$ cat src/i2c_config.svh
`ifndef I2C_CONFIG_SVH
`define I2C_CONFIG_SVH

// Command FIFO depth as log2 (8 entries)
`define I2C_CMD_FIFO_DEPTH_LOG2 3

// Write and read data FIFO depth as log2
`define I2C_DATA_FIFO_DEPTH_LOG2 3

// Quarter SCL period in clk cycles after reset
`define I2C_DEFAULT_PRESCALE 16'd125

// Register offsets on the 16-bit Wishbone bus
`define I2C_REG_STATUS 3'h0
`define I2C_REG_CMD 3'h2
`define I2C_REG_DATA 3'h4
`define I2C_REG_PRESCALE 3'h6

`endif

$ cat src/i2c_pkg.sv
package i2c_pkg;

    // Queued command with flags above the address
    typedef struct packed {
        logic       stop;
        logic       rsvd;       // Old write-multiple slot
        logic       write;
        logic       read;
        logic       start;
        logic [6:0] address;
    } i2c_cmd_t;

    // Data register payload
    typedef struct packed {
        logic       last;
        logic [7:0] value;
    } i2c_data_t;

    // Command register image
    typedef struct packed {
        logic [2:0] rsvd_hi;
        logic       stop;
        logic       rsvd11;
        logic       write;
        logic       read;
        logic       start;
        logic       rsvd7;
        logic [6:0] address;
    } wb_cmd_view_t;

    // Data register image
    typedef struct packed {
        logic [6:0] rsvd_hi;
        i2c_data_t  payload;
    } wb_data_view_t;

    // One bus write word, decoded per target register
    typedef union packed {
        wb_cmd_view_t  cmd;
        wb_data_view_t dat;
    } wb_word_u;

    // Engine status, missed_ack is a one-cycle pulse
    typedef struct packed {
        logic missed_ack;
        logic bus_control;
        logic busy;
    } i2c_status_t;

    typedef logic [15:0] prescale_t;

endpackage

$ cat src/i2c_fifo.sv
`timescale 1ns/1ps

module i2c_fifo #(
    parameter int DATA_WIDTH = 8,
    parameter int DEPTH_LOG2 = 3
) (
    input  logic                  clk,
    input  logic                  rst,
    input  logic                  push_i,
    input  logic [DATA_WIDTH-1:0] data_i,
    input  logic                  pop_i,
    output logic [DATA_WIDTH-1:0] data_o,
    output logic                  empty_o,
    output logic                  full_o
);
    localparam int DEPTH = 1 << DEPTH_LOG2;

    logic [DATA_WIDTH-1:0] mem [DEPTH];
    // Extra MSB tells full from empty
    logic [DEPTH_LOG2:0]   wr_ptr_q;
    logic [DEPTH_LOG2:0]   rd_ptr_q;
    logic                  do_push;
    logic                  do_pop;

    assign empty_o = wr_ptr_q == rd_ptr_q;
    assign full_o  = (wr_ptr_q[DEPTH_LOG2] != rd_ptr_q[DEPTH_LOG2]) &&
                     (wr_ptr_q[DEPTH_LOG2-1:0] == rd_ptr_q[DEPTH_LOG2-1:0]);

    // Push on full and pop on empty are dropped
    assign do_push = push_i && !full_o;
    assign do_pop  = pop_i && !empty_o;

    // First-word view
    assign data_o = mem[rd_ptr_q[DEPTH_LOG2-1:0]];

    always_ff @(posedge clk) begin
        if (rst) begin
            wr_ptr_q <= '0;
            rd_ptr_q <= '0;
        end else begin
            if (do_push) begin
                wr_ptr_q <= wr_ptr_q + 1'b1;
            end
            if (do_pop) begin
                rd_ptr_q <= rd_ptr_q + 1'b1;
            end
        end
    end

    always_ff @(posedge clk) begin
        if (do_push) begin
            mem[wr_ptr_q[DEPTH_LOG2-1:0]] <= data_i;
        end
    end

    a_not_empty_and_full: assert property (@(posedge clk) disable iff (rst)
        !(empty_o && full_o));

endmodule

$ cat src/i2c_wb_regs.sv
`timescale 1ns/1ps
`include "i2c_config.svh"

module i2c_wb_regs (
    input  logic                 clk,
    input  logic                 rst,
    input  logic [2:0]           wbs_adr_i,
    input  i2c_pkg::wb_word_u    wbs_dat_i,
    output logic [15:0]          wbs_dat_o,
    input  logic                 wbs_we_i,
    input  logic                 wbs_stb_i,
    input  logic                 wbs_cyc_i,
    output logic                 wbs_ack_o,
    input  logic                 cmd_full_i,
    input  logic                 cmd_empty_i,
    input  logic                 wr_full_i,
    input  logic                 wr_empty_i,
    input  logic                 rd_full_i,
    input  logic                 rd_empty_i,
    input  i2c_pkg::i2c_data_t   rd_data_i,
    input  i2c_pkg::i2c_status_t status_i,
    output logic                 cmd_push_o,
    output i2c_pkg::i2c_cmd_t    cmd_o,
    output logic                 wr_push_o,
    output logic [7:0]           wr_data_o,
    output logic                 rd_pop_o,
    output i2c_pkg::prescale_t   prescale_o
);
    import i2c_pkg::*;

    logic        ack_q;
    logic        wr_req;
    logic        rd_req;
    logic        any_flag;
    logic        status_rd;
    logic [15:0] dat_q;
    i2c_cmd_t    shadow_q;
    prescale_t   prescale_q;
    logic        miss_ack_q;
    logic        cmd_ovf_q;
    logic        wr_ovf_q;
    wb_word_u    rd_word;

    // One side effect per access, the ack cycle is masked
    assign wr_req = wbs_cyc_i && wbs_stb_i && !ack_q && wbs_we_i;
    assign rd_req = wbs_cyc_i && wbs_stb_i && !ack_q && !wbs_we_i;

    assign wbs_ack_o  = ack_q;
    assign wbs_dat_o  = dat_q;
    assign prescale_o = prescale_q;

    // Command view of the write word
    always_comb begin
        cmd_o.address = wbs_dat_i.cmd.address;
        cmd_o.start   = wbs_dat_i.cmd.start;
        cmd_o.read    = wbs_dat_i.cmd.read;
        cmd_o.write   = wbs_dat_i.cmd.write;
        cmd_o.stop    = wbs_dat_i.cmd.stop;
        cmd_o.rsvd    = 1'b0;
    end

    assign any_flag = cmd_o.start || cmd_o.read || cmd_o.write || cmd_o.stop;

    // FIFO strobes
    assign cmd_push_o = wr_req && wbs_adr_i == `I2C_REG_CMD && any_flag;
    assign wr_push_o  = wr_req && wbs_adr_i == `I2C_REG_DATA;
    assign wr_data_o  = wbs_dat_i.dat.payload.value;
    assign rd_pop_o   = rd_req && wbs_adr_i == `I2C_REG_DATA;
    assign status_rd  = rd_req && wbs_adr_i == `I2C_REG_STATUS;

    // Read mux
    always_comb begin
        rd_word = '0;
        case (wbs_adr_i)
            `I2C_REG_STATUS: begin
                // Bit 2 is bus activity, not tracked here
                rd_word = {rd_full_i, rd_empty_i, wr_ovf_q, wr_full_i,
                           wr_empty_i, cmd_ovf_q, cmd_full_i, cmd_empty_i,
                           4'd0, miss_ack_q, 1'b0,
                           status_i.bus_control, status_i.busy};
            end
            `I2C_REG_CMD: begin
                rd_word.cmd.address = shadow_q.address;
                rd_word.cmd.start   = shadow_q.start;
                rd_word.cmd.read    = shadow_q.read;
                rd_word.cmd.write   = shadow_q.write;
                rd_word.cmd.stop    = shadow_q.stop;
            end
            `I2C_REG_DATA: begin
                // Head of the read FIFO, popped by this access
                rd_word.dat.payload = rd_data_i;
            end
            `I2C_REG_PRESCALE: begin
                rd_word = prescale_q;
            end
            default: begin
                rd_word = '0;
            end
        endcase
    end

    // Ack, prescale and sticky flags
    always_ff @(posedge clk) begin
        if (rst) begin
            ack_q      <= 1'b0;
            prescale_q <= `I2C_DEFAULT_PRESCALE;
            miss_ack_q <= 1'b0;
            cmd_ovf_q  <= 1'b0;
            wr_ovf_q   <= 1'b0;
        end else begin
            ack_q <= wbs_cyc_i && wbs_stb_i && !ack_q;
            if (wr_req && wbs_adr_i == `I2C_REG_PRESCALE) begin
                prescale_q <= wbs_dat_i;
            end
            if (status_rd) begin
                // A fresh miss pulse survives the clear
                miss_ack_q <= status_i.missed_ack;
                cmd_ovf_q  <= 1'b0;
                wr_ovf_q   <= 1'b0;
            end else begin
                miss_ack_q <= miss_ack_q || status_i.missed_ack;
                cmd_ovf_q  <= cmd_ovf_q || (cmd_push_o && cmd_full_i);
                wr_ovf_q   <= wr_ovf_q || (wr_push_o && wr_full_i);
            end
        end
    end

    // Read data and command shadow
    always_ff @(posedge clk) begin
        if (rd_req) begin
            dat_q <= rd_word;
        end
        if (wr_req && wbs_adr_i == `I2C_REG_CMD) begin
            shadow_q <= cmd_o;
        end
    end

    // Single-cycle ack per access
    a_ack_single: assert property (@(posedge clk) disable iff (rst)
        wbs_ack_o |=> !wbs_ack_o);

endmodule

$ cat src/i2c_byte_engine.sv
`timescale 1ns/1ps

module i2c_byte_engine (
    input  logic                 clk,
    input  logic                 rst,
    input  i2c_pkg::prescale_t   prescale_i,
    input  i2c_pkg::i2c_cmd_t    cmd_i,
    input  logic                 cmd_empty_i,
    input  logic [7:0]           wr_data_i,
    input  logic                 wr_empty_i,
    input  logic                 rd_full_i,
    input  logic                 scl_i,
    input  logic                 sda_i,
    output logic                 cmd_pop_o,
    output logic                 wr_pop_o,
    output logic                 rd_push_o,
    output i2c_pkg::i2c_data_t   rd_data_o,
    output logic                 scl_o,
    output logic                 scl_t,
    output logic                 sda_o,
    output logic                 sda_t,
    output i2c_pkg::i2c_status_t status_o
);
    import i2c_pkg::*;

    typedef enum logic [2:0] {
        ST_IDLE,
        ST_START,
        ST_ADDR,
        ST_ADDR_ACK,
        ST_DATA,
        ST_DATA_ACK,
        ST_STOP
    } state_t;

    state_t     state_q;
    prescale_t  cnt_q;
    logic [1:0] phase_q;
    logic [2:0] bit_q;
    logic [7:0] shift_q;
    i2c_cmd_t   cmd_q;
    logic       bus_ctl_q;
    logic       miss_q;
    logic       scl_q;
    logic       sda_q;
    logic       stall;
    logic       tick;
    logic       phase_end;
    logic       sample;
    logic       byte_end;
    logic [7:0] addr_byte;
    logic       scl_lvl;
    logic       sda_lvl;

    // Address byte carries R/W in bit 0
    assign addr_byte = {cmd_q.address, cmd_q.read};

    // Back-pressure before the data byte
    assign stall = state_q == ST_DATA && bit_q == 3'd7 && phase_q == 2'd0 &&
                   (cmd_q.write ? wr_empty_i : rd_full_i);

    // Phase tick every prescale cycles
    assign tick      = state_q != ST_IDLE && !stall && cnt_q <= 16'd1;
    assign phase_end = tick && phase_q == 2'd3;
    assign sample    = tick && phase_q == 2'd1;
    assign byte_end  = phase_end && state_q == ST_DATA && bit_q == 3'd0;

    assign cmd_pop_o = state_q == ST_IDLE && !cmd_empty_i;
    assign wr_pop_o  = byte_end && cmd_q.write;
    assign rd_push_o = byte_end && cmd_q.read;

    assign rd_data_o.last  = cmd_q.stop;
    assign rd_data_o.value = shift_q;

    assign status_o.busy        = state_q != ST_IDLE || !cmd_empty_i;
    assign status_o.bus_control = bus_ctl_q;
    assign status_o.missed_ack  = miss_q;

    // Open drain, only the enables toggle
    assign scl_o = 1'b0;
    assign sda_o = 1'b0;
    assign scl_t = scl_q;
    assign sda_t = sda_q;

    // Line levels per state and phase, SCL high in phases 1 and 2
    always_comb begin
        scl_lvl = phase_q == 2'd1 || phase_q == 2'd2;
        sda_lvl = 1'b1;
        case (state_q)
            ST_IDLE: begin
                // Holding the bus keeps SCL low
                scl_lvl = !bus_ctl_q;
            end
            ST_START: begin
                sda_lvl = phase_q < 2'd2;
            end
            ST_ADDR: begin
                sda_lvl = addr_byte[bit_q];
            end
            ST_DATA: begin
                sda_lvl = cmd_q.read || wr_data_i[bit_q];
            end
            ST_DATA_ACK: begin
                // Master ACK on reads, NACK before stop
                sda_lvl = cmd_q.write || cmd_q.stop;
            end
            ST_STOP: begin
                scl_lvl = phase_q != 2'd0;
                sda_lvl = phase_q >= 2'd2;
            end
            default: begin
                sda_lvl = 1'b1;
            end
        endcase
    end

    always_ff @(posedge clk) begin
        if (rst) begin
            state_q   <= ST_IDLE;
            cnt_q     <= '0;
            phase_q   <= 2'd0;
            bit_q     <= 3'd7;
            bus_ctl_q <= 1'b0;
            miss_q    <= 1'b0;
            scl_q     <= 1'b1;
            sda_q     <= 1'b1;
        end else begin
            scl_q  <= scl_lvl;
            sda_q  <= sda_lvl;
            // Slave ACK sampled mid-high
            miss_q <= sample && sda_i &&
                      (state_q == ST_ADDR_ACK || (state_q == ST_DATA_ACK && cmd_q.write));
            if (state_q == ST_IDLE || stall || tick) begin
                cnt_q <= prescale_i;
            end else begin
                cnt_q <= cnt_q - 1'b1;
            end
            if (tick) begin
                phase_q <= phase_q + 1'b1;
            end
            // Wraps 0 to 7 at the end of each byte
            if (phase_end && (state_q == ST_ADDR || state_q == ST_DATA)) begin
                bit_q <= bit_q - 1'b1;
            end
            case (state_q)
                ST_IDLE: begin
                    // Read plus write is dropped silently
                    if (cmd_pop_o && (cmd_i.read != cmd_i.write)) begin
                        if (cmd_i.start || !bus_ctl_q) begin
                            state_q   <= ST_START;
                            bus_ctl_q <= 1'b1;
                        end else begin
                            state_q <= ST_DATA;
                        end
                    end else if (cmd_pop_o && !cmd_i.read && cmd_i.stop && bus_ctl_q) begin
                        state_q <= ST_STOP;
                    end
                end
                ST_START: begin
                    if (phase_end) begin
                        state_q <= ST_ADDR;
                    end
                end
                ST_ADDR: begin
                    if (phase_end && bit_q == 3'd0) begin
                        state_q <= ST_ADDR_ACK;
                    end
                end
                ST_ADDR_ACK: begin
                    if (phase_end) begin
                        state_q <= ST_DATA;
                    end
                end
                ST_DATA: begin
                    if (byte_end) begin
                        state_q <= ST_DATA_ACK;
                    end
                end
                ST_DATA_ACK: begin
                    if (phase_end) begin
                        state_q <= cmd_q.stop ? ST_STOP : ST_IDLE;
                    end
                end
                ST_STOP: begin
                    if (phase_end) begin
                        state_q   <= ST_IDLE;
                        bus_ctl_q <= 1'b0;
                    end
                end
                default: begin
                    state_q <= ST_IDLE;
                end
            endcase
        end
    end

    // Command latch and receive shifter, MSB first
    always_ff @(posedge clk) begin
        if (cmd_pop_o) begin
            cmd_q <= cmd_i;
        end
        if (sample && state_q == ST_DATA) begin
            shift_q <= {shift_q[6:0], sda_i};
        end
    end

    a_open_drain: assert property (@(posedge clk) !scl_o && !sda_o);

    // No other device stretches SCL once released
    a_no_stretch: assert property (@(posedge clk) disable iff (rst) scl_t |-> scl_i);

endmodule

$ cat src/i2c_master_wbs_top.sv
`timescale 1ns/1ps
`include "i2c_config.svh"

module i2c_master_wbs_top (
    input  logic        clk,
    input  logic        rst,
    input  logic [2:0]  wbs_adr_i,
    input  logic [15:0] wbs_dat_i,
    output logic [15:0] wbs_dat_o,
    input  logic        wbs_we_i,
    input  logic        wbs_stb_i,
    input  logic        wbs_cyc_i,
    output logic        wbs_ack_o,
    input  logic        i2c_scl_i,
    output logic        i2c_scl_o,
    output logic        i2c_scl_t,
    input  logic        i2c_sda_i,
    output logic        i2c_sda_o,
    output logic        i2c_sda_t
);
    import i2c_pkg::*;

    i2c_cmd_t    cmd_in;
    i2c_cmd_t    cmd_head;
    logic        cmd_push;
    logic        cmd_pop;
    logic        cmd_empty;
    logic        cmd_full;
    logic [7:0]  wr_in;
    logic [7:0]  wr_head;
    logic        wr_push;
    logic        wr_pop;
    logic        wr_empty;
    logic        wr_full;
    i2c_data_t   rd_in;
    i2c_data_t   rd_head;
    logic        rd_push;
    logic        rd_pop;
    logic        rd_empty;
    logic        rd_full;
    i2c_status_t status;
    prescale_t   prescale;

    i2c_wb_regs u_regs (
        .clk         (clk),
        .rst         (rst),
        .wbs_adr_i   (wbs_adr_i),
        .wbs_dat_i   (wbs_dat_i),
        .wbs_dat_o   (wbs_dat_o),
        .wbs_we_i    (wbs_we_i),
        .wbs_stb_i   (wbs_stb_i),
        .wbs_cyc_i   (wbs_cyc_i),
        .wbs_ack_o   (wbs_ack_o),
        .cmd_full_i  (cmd_full),
        .cmd_empty_i (cmd_empty),
        .wr_full_i   (wr_full),
        .wr_empty_i  (wr_empty),
        .rd_full_i   (rd_full),
        .rd_empty_i  (rd_empty),
        .rd_data_i   (rd_head),
        .status_i    (status),
        .cmd_push_o  (cmd_push),
        .cmd_o       (cmd_in),
        .wr_push_o   (wr_push),
        .wr_data_o   (wr_in),
        .rd_pop_o    (rd_pop),
        .prescale_o  (prescale)
    );

    i2c_fifo #(
        .DATA_WIDTH ($bits(i2c_cmd_t)),
        .DEPTH_LOG2 (`I2C_CMD_FIFO_DEPTH_LOG2)
    ) u_cmd_fifo (
        .clk     (clk),
        .rst     (rst),
        .push_i  (cmd_push),
        .data_i  (cmd_in),
        .pop_i   (cmd_pop),
        .data_o  (cmd_head),
        .empty_o (cmd_empty),
        .full_o  (cmd_full)
    );

    i2c_fifo #(
        .DATA_WIDTH (8),
        .DEPTH_LOG2 (`I2C_DATA_FIFO_DEPTH_LOG2)
    ) u_wr_fifo (
        .clk     (clk),
        .rst     (rst),
        .push_i  (wr_push),
        .data_i  (wr_in),
        .pop_i   (wr_pop),
        .data_o  (wr_head),
        .empty_o (wr_empty),
        .full_o  (wr_full)
    );

    // Read bytes carry the stop flag as last
    i2c_fifo #(
        .DATA_WIDTH ($bits(i2c_data_t)),
        .DEPTH_LOG2 (`I2C_DATA_FIFO_DEPTH_LOG2)
    ) u_rd_fifo (
        .clk     (clk),
        .rst     (rst),
        .push_i  (rd_push),
        .data_i  (rd_in),
        .pop_i   (rd_pop),
        .data_o  (rd_head),
        .empty_o (rd_empty),
        .full_o  (rd_full)
    );

    i2c_byte_engine u_engine (
        .clk         (clk),
        .rst         (rst),
        .prescale_i  (prescale),
        .cmd_i       (cmd_head),
        .cmd_empty_i (cmd_empty),
        .wr_data_i   (wr_head),
        .wr_empty_i  (wr_empty),
        .rd_full_i   (rd_full),
        .scl_i       (i2c_scl_i),
        .sda_i       (i2c_sda_i),
        .cmd_pop_o   (cmd_pop),
        .wr_pop_o    (wr_pop),
        .rd_push_o   (rd_push),
        .rd_data_o   (rd_in),
        .scl_o       (i2c_scl_o),
        .scl_t       (i2c_scl_t),
        .sda_o       (i2c_sda_o),
        .sda_t       (i2c_sda_t),
        .status_o    (status)
    );

endmodule

$ cat config.mk
export PLATFORM = sky130hd
export DESIGN_NAME = i2c_master_wbs_top
export DESIGN_NICKNAME = d
export VERILOG_FILES = /design/src/i2c_pkg.sv /design/src/i2c_fifo.sv /design/src/i2c_wb_regs.sv /design/src/i2c_byte_engine.sv /design/src/i2c_master_wbs_top.sv
export VERILOG_INCLUDE_DIRS = /design/src
export SDC_FILE = /design/constraint.sdc
export NUM_CORES = 1
export LEC_CHECK = 0
export BUFFER_PORTS_ARGS = -buffer_cell sky130_fd_sc_hd__buf_2
export CAP_MARGIN = 20
export CORE_UTILIZATION = 55
export DETAILED_ROUTE_END_ITERATION = 12
export GPL_TIMING_DRIVEN = 0
export PLACE_DENSITY_LB_ADDON = 0.08
export SYNTH_ARGS = -nofsm -noshare
export SYNTH_HDL_FRONTEND = slang
export SYNTH_SLANG_ARGS = --single-unit
$ cat constraint.sdc
create_clock -name clk -period 4.4 [get_ports clk]
set_clock_uncertainty 0.2 [all_clocks]
set_input_delay 1.32 -clock clk [delete_from_list [all_inputs] [get_ports clk]]
set_output_delay 1.32 -clock clk [all_outputs]
set_load 0.02 [all_outputs]
==> results.py <==
metrics = {
    "run_status": {
        "status": "finished clean",
    },
    "global_routing": {
        "antenna_found_initial": 0,
        "grt_max_degree": 19,
        "grt_use_total": 0.238,
        "grt_pass1_wl_mm": 46.9,
        "grt_pass1_vias": 8080,
        "grt-ovfl-total": 0,
    },
    "finish": {
        "drive_above_1_share": 0.210,
        "antenna_cells": 0,
        "fin_nets": 1093,
        "final_area_sq_um": 16400,
        "final_common_cell": "edfxtp_1",
        "areaGrowthSynthToFinish_pct": 13.9,
        "mostFrequentLayoutCells": "edfxtp_1, nor2_1, dfxtp_1, nand2_1, mux4_2",
    },
    "floorplanning": {
        "ios": 47,
        "core-area_sq_um": 25400,
        "die_x_um": 164,
        "initial_core_util": 0.567,
        "dieArea_sq_um": 26800,
        "die_y_um": 164,
        "fp-row-count": 58,
    },
    "yosys": {
        "synth_edf_count": 269,
        "synth_area_sq_um": 14400,
        "synth_ff_type": "edfxtp_1",
        "synth-async-reset-ratio": 0,
        "synth.ff_latch_count": 350,
        "synth.distinct_cells": 67,
        "yosysWarnings": 0,
        "syn_avg_cell_area_sq_um": 15.0,
        "seq_area_frac_synth": 0.674,
        "synth_cells": 957,
    },
    "clocking": {
        "cts_buffer_depth": 3,
        "numCtsBuffers": 37,
        "clk_latency_ns": 0.53,
        "clk_pin_slew_ns": 0.05,
        "cts_tree": "done",
        "cts-resized-gates": 0,
        "postCtsSetupRepairBufs": 0,
        "htreeDepth": 2,
        "clockRootBuffer": "clkbuf_16",
        "hold_buffers": 0,
        "cts_num_sinks": 350,
    },
    "power_and_ir_drop": {
        "power.total_mw": 7.79,
        "static-leakage-power_nw": 5.46,
        "irDropWorstVdd_mv": 0.369,
        "power_density_nw_per_um2": 475,
    },
    "placed_design": {
        "dpl_cell_area_sq_um": 15200,
        "portBuffers": 39,
        "globalplace.congestion": 0.860,
        "place_worst_setup_slack_ns": 0.0828,
        "place_hpwl_mm": 20.9,
    },
    "flow_run": {
        "max_cap_viol_count": 0,
    },
    "routing": {
        "viasPerCell": 5.90,
        "post_drt_wl_per_cell_um": 21.7,
        "ant_nets": 0,
        "route.detailed.drc": 0,
        "vias": 8326,
        "wl_mm": 30.7,
        "drt_iter0_drc": 732,
        "drt-pass1-iter-count": 5,
    },
    "sta": {
        "timing.fmax_mhz": 262,
        "hold_viol": 0,
        "post-route-min-period_ns": 3.81,
        "final-max-slew-violation-count": 0,
        "worstMarginPinSlew_ns": 1.07,
        "relSlewSlack": 0.279,
        "worst_slack_ns": 0.586,
        "final-setup-viol-count": 0,
        "finalCritPeriodShare": 0.867,
        "rsz0062_at_grt": "false",
    },
    "critical_path": {
        "worstSetupEndpointType": "register",
        "crit_required_ns": 4.42,
        "cp-start-kind": "primary input",
        "r2r-start": "u_engine.cnt_q[6]",
        "timing.critical_path.from": "wbs_adr_i[1]",
        "cp.arrival_ns": 3.83,
        "crit_fanout": 9,
        "path_class": "in2reg",
    },
    "min_path": {
        "min_path_type": "reg2reg",
        "worstHoldStart": "u_engine.miss_q",
    },
}
metrics by stage:
step | hold WS [ns] | TNS, ns | instances | util
finish | 0.229 | 0 | 1411 | 0.646
global route | 0.246 | 0 | 1411 | 0.646
CTS | 0.233 | 0 | 1410 | 0.645
detailed placement | 0.221 | 0 | 1342 | 0.599
global placement | 0.215 | -27.10 | 1327 | 0.591
floorplan | 0.208 | 0 | 958 | -
power by group:
part | switching (mW) | internal [mW]
registers | 0.104 | 3.67
clock network | 1.25 | 1.74
logic | 0.624 | 0.412
total | 1.97 | 5.82
critical path, cell delays in order:
cell and delay [ns]:
buf_2 0.20, nor2b_1 0.33, nor4b_1 0.60, and2b_1 0.33, nand2b_1 0.18, nor2_1 0.63
buf_6 0.23
per-layer routing:
metal	up-vias	wire (um)	global-route usage	share of wire
met5	-	0	0	0
met3	40	1560	0.0374	0.051
met1	4231	14000	0.345	0.46
li1	3844	-	-	-
met4	0	459	0.0547	0.015
met2	211	14600	0.383	0.48
cells in the mapped netlist, drive strengths merged (2+ instances only):
cell    instances  area, sq um
or3             6         42.5
buf            22          121
clkbuf         30          113
inv            16         60.1
o22ai           5         31.3
a211oi         20          200
and2            3         18.8
a311oi          2         17.5
dfxtp          81         1620
a22oi          13         97.6
nor4           13          100
and3            4         25.0
a21o            2         15.0
nand3          17         90.1
and4            2         17.5
nor3b           3         22.5
o21ai          15         75.1
a21oi          49          249
nor4b           5         65.1
or3b            2         20.0
and2b           3         23.8
mux2i          33          330
edfxtp        269         8080
mux4           56         1260
or4             2         15.0
ha             15          188
o41ai           2         17.5
xor2           21          184
or2             5         33.8
o31ai           3         22.5
nor2           81          304
nor2b           4         25.0
nand2b         10         62.6
nand4           7         43.8
xnor2          22          193
a31oi           3         18.8
nor3           18          100
nand2          68          255
nand3b          5         37.5
mux2            9          101
cell families (layout without fill, tap and decap cells):
group | after synthesis | in the layout | share of synthesized area
flops | 350 | 350 | 0.674
simple gates | 259 | 259 | 0.0911
compound gates | 122 | 122 | 0.0571
mux | 98 | 98 | 0.118
buf+inv | 69 | 192 | 0.0211
xor+xnor | 43 | 43 | 0.0262
fa+ha+maj | 15 | 15 | 0.0130
other cells | 1 | 2 | 0.000260
worst paths after layout:
| kind | to | slack, ns | cells after the start |
|---|---|---|---|
| setup reg to reg | u_rd_fifo.mem[5][0] | 0.71 | 6 |
| hold reg to reg | u_regs.miss_ack_q | 0.23 | 1 |
| hold / removal | u_regs.miss_ack_q | 0.23 | 1 |
| setup / recovery | u_cmd_fifo.mem[4][5] | 0.59 | 7 |
sequential cells by signal (all words and copies together) (netlist names), 4 cells and up, named ones only:
| signal | count |
|---|---|
| u_cmd_fifo.mem | 88 |
| u_cmd_fifo.rd_ptr_q | 4 |
| u_cmd_fifo.wr_ptr_q | 4 |
| u_engine.addr_byte | 8 |
| u_engine.cnt_q | 16 |
| u_engine.shift_q | 8 |
| u_rd_fifo.mem | 72 |
| u_rd_fifo.rd_ptr_q | 4 |
| u_rd_fifo.wr_ptr_q | 4 |
| u_regs.prescale_o | 16 |
| u_regs.shadow_q | 11 |
| u_regs.wbs_dat_o | 16 |
| u_wr_fifo.mem | 64 |
| u_wr_fifo.rd_ptr_q | 4 |
| u_wr_fifo.wr_ptr_q | 4 |
cell type report:
cell class                 count  area (sq um)
multi-input combinational    539          4430
tap                          330           413
sequential                   350          9700
timing repair buffer          55           363
inverter                      16          60.1
buffer                        53           244
clock inverter                18           140
clock buffer                  50          1040
fill                        1887          9000
Note: power is estimated with default switching activity, not from simulation.
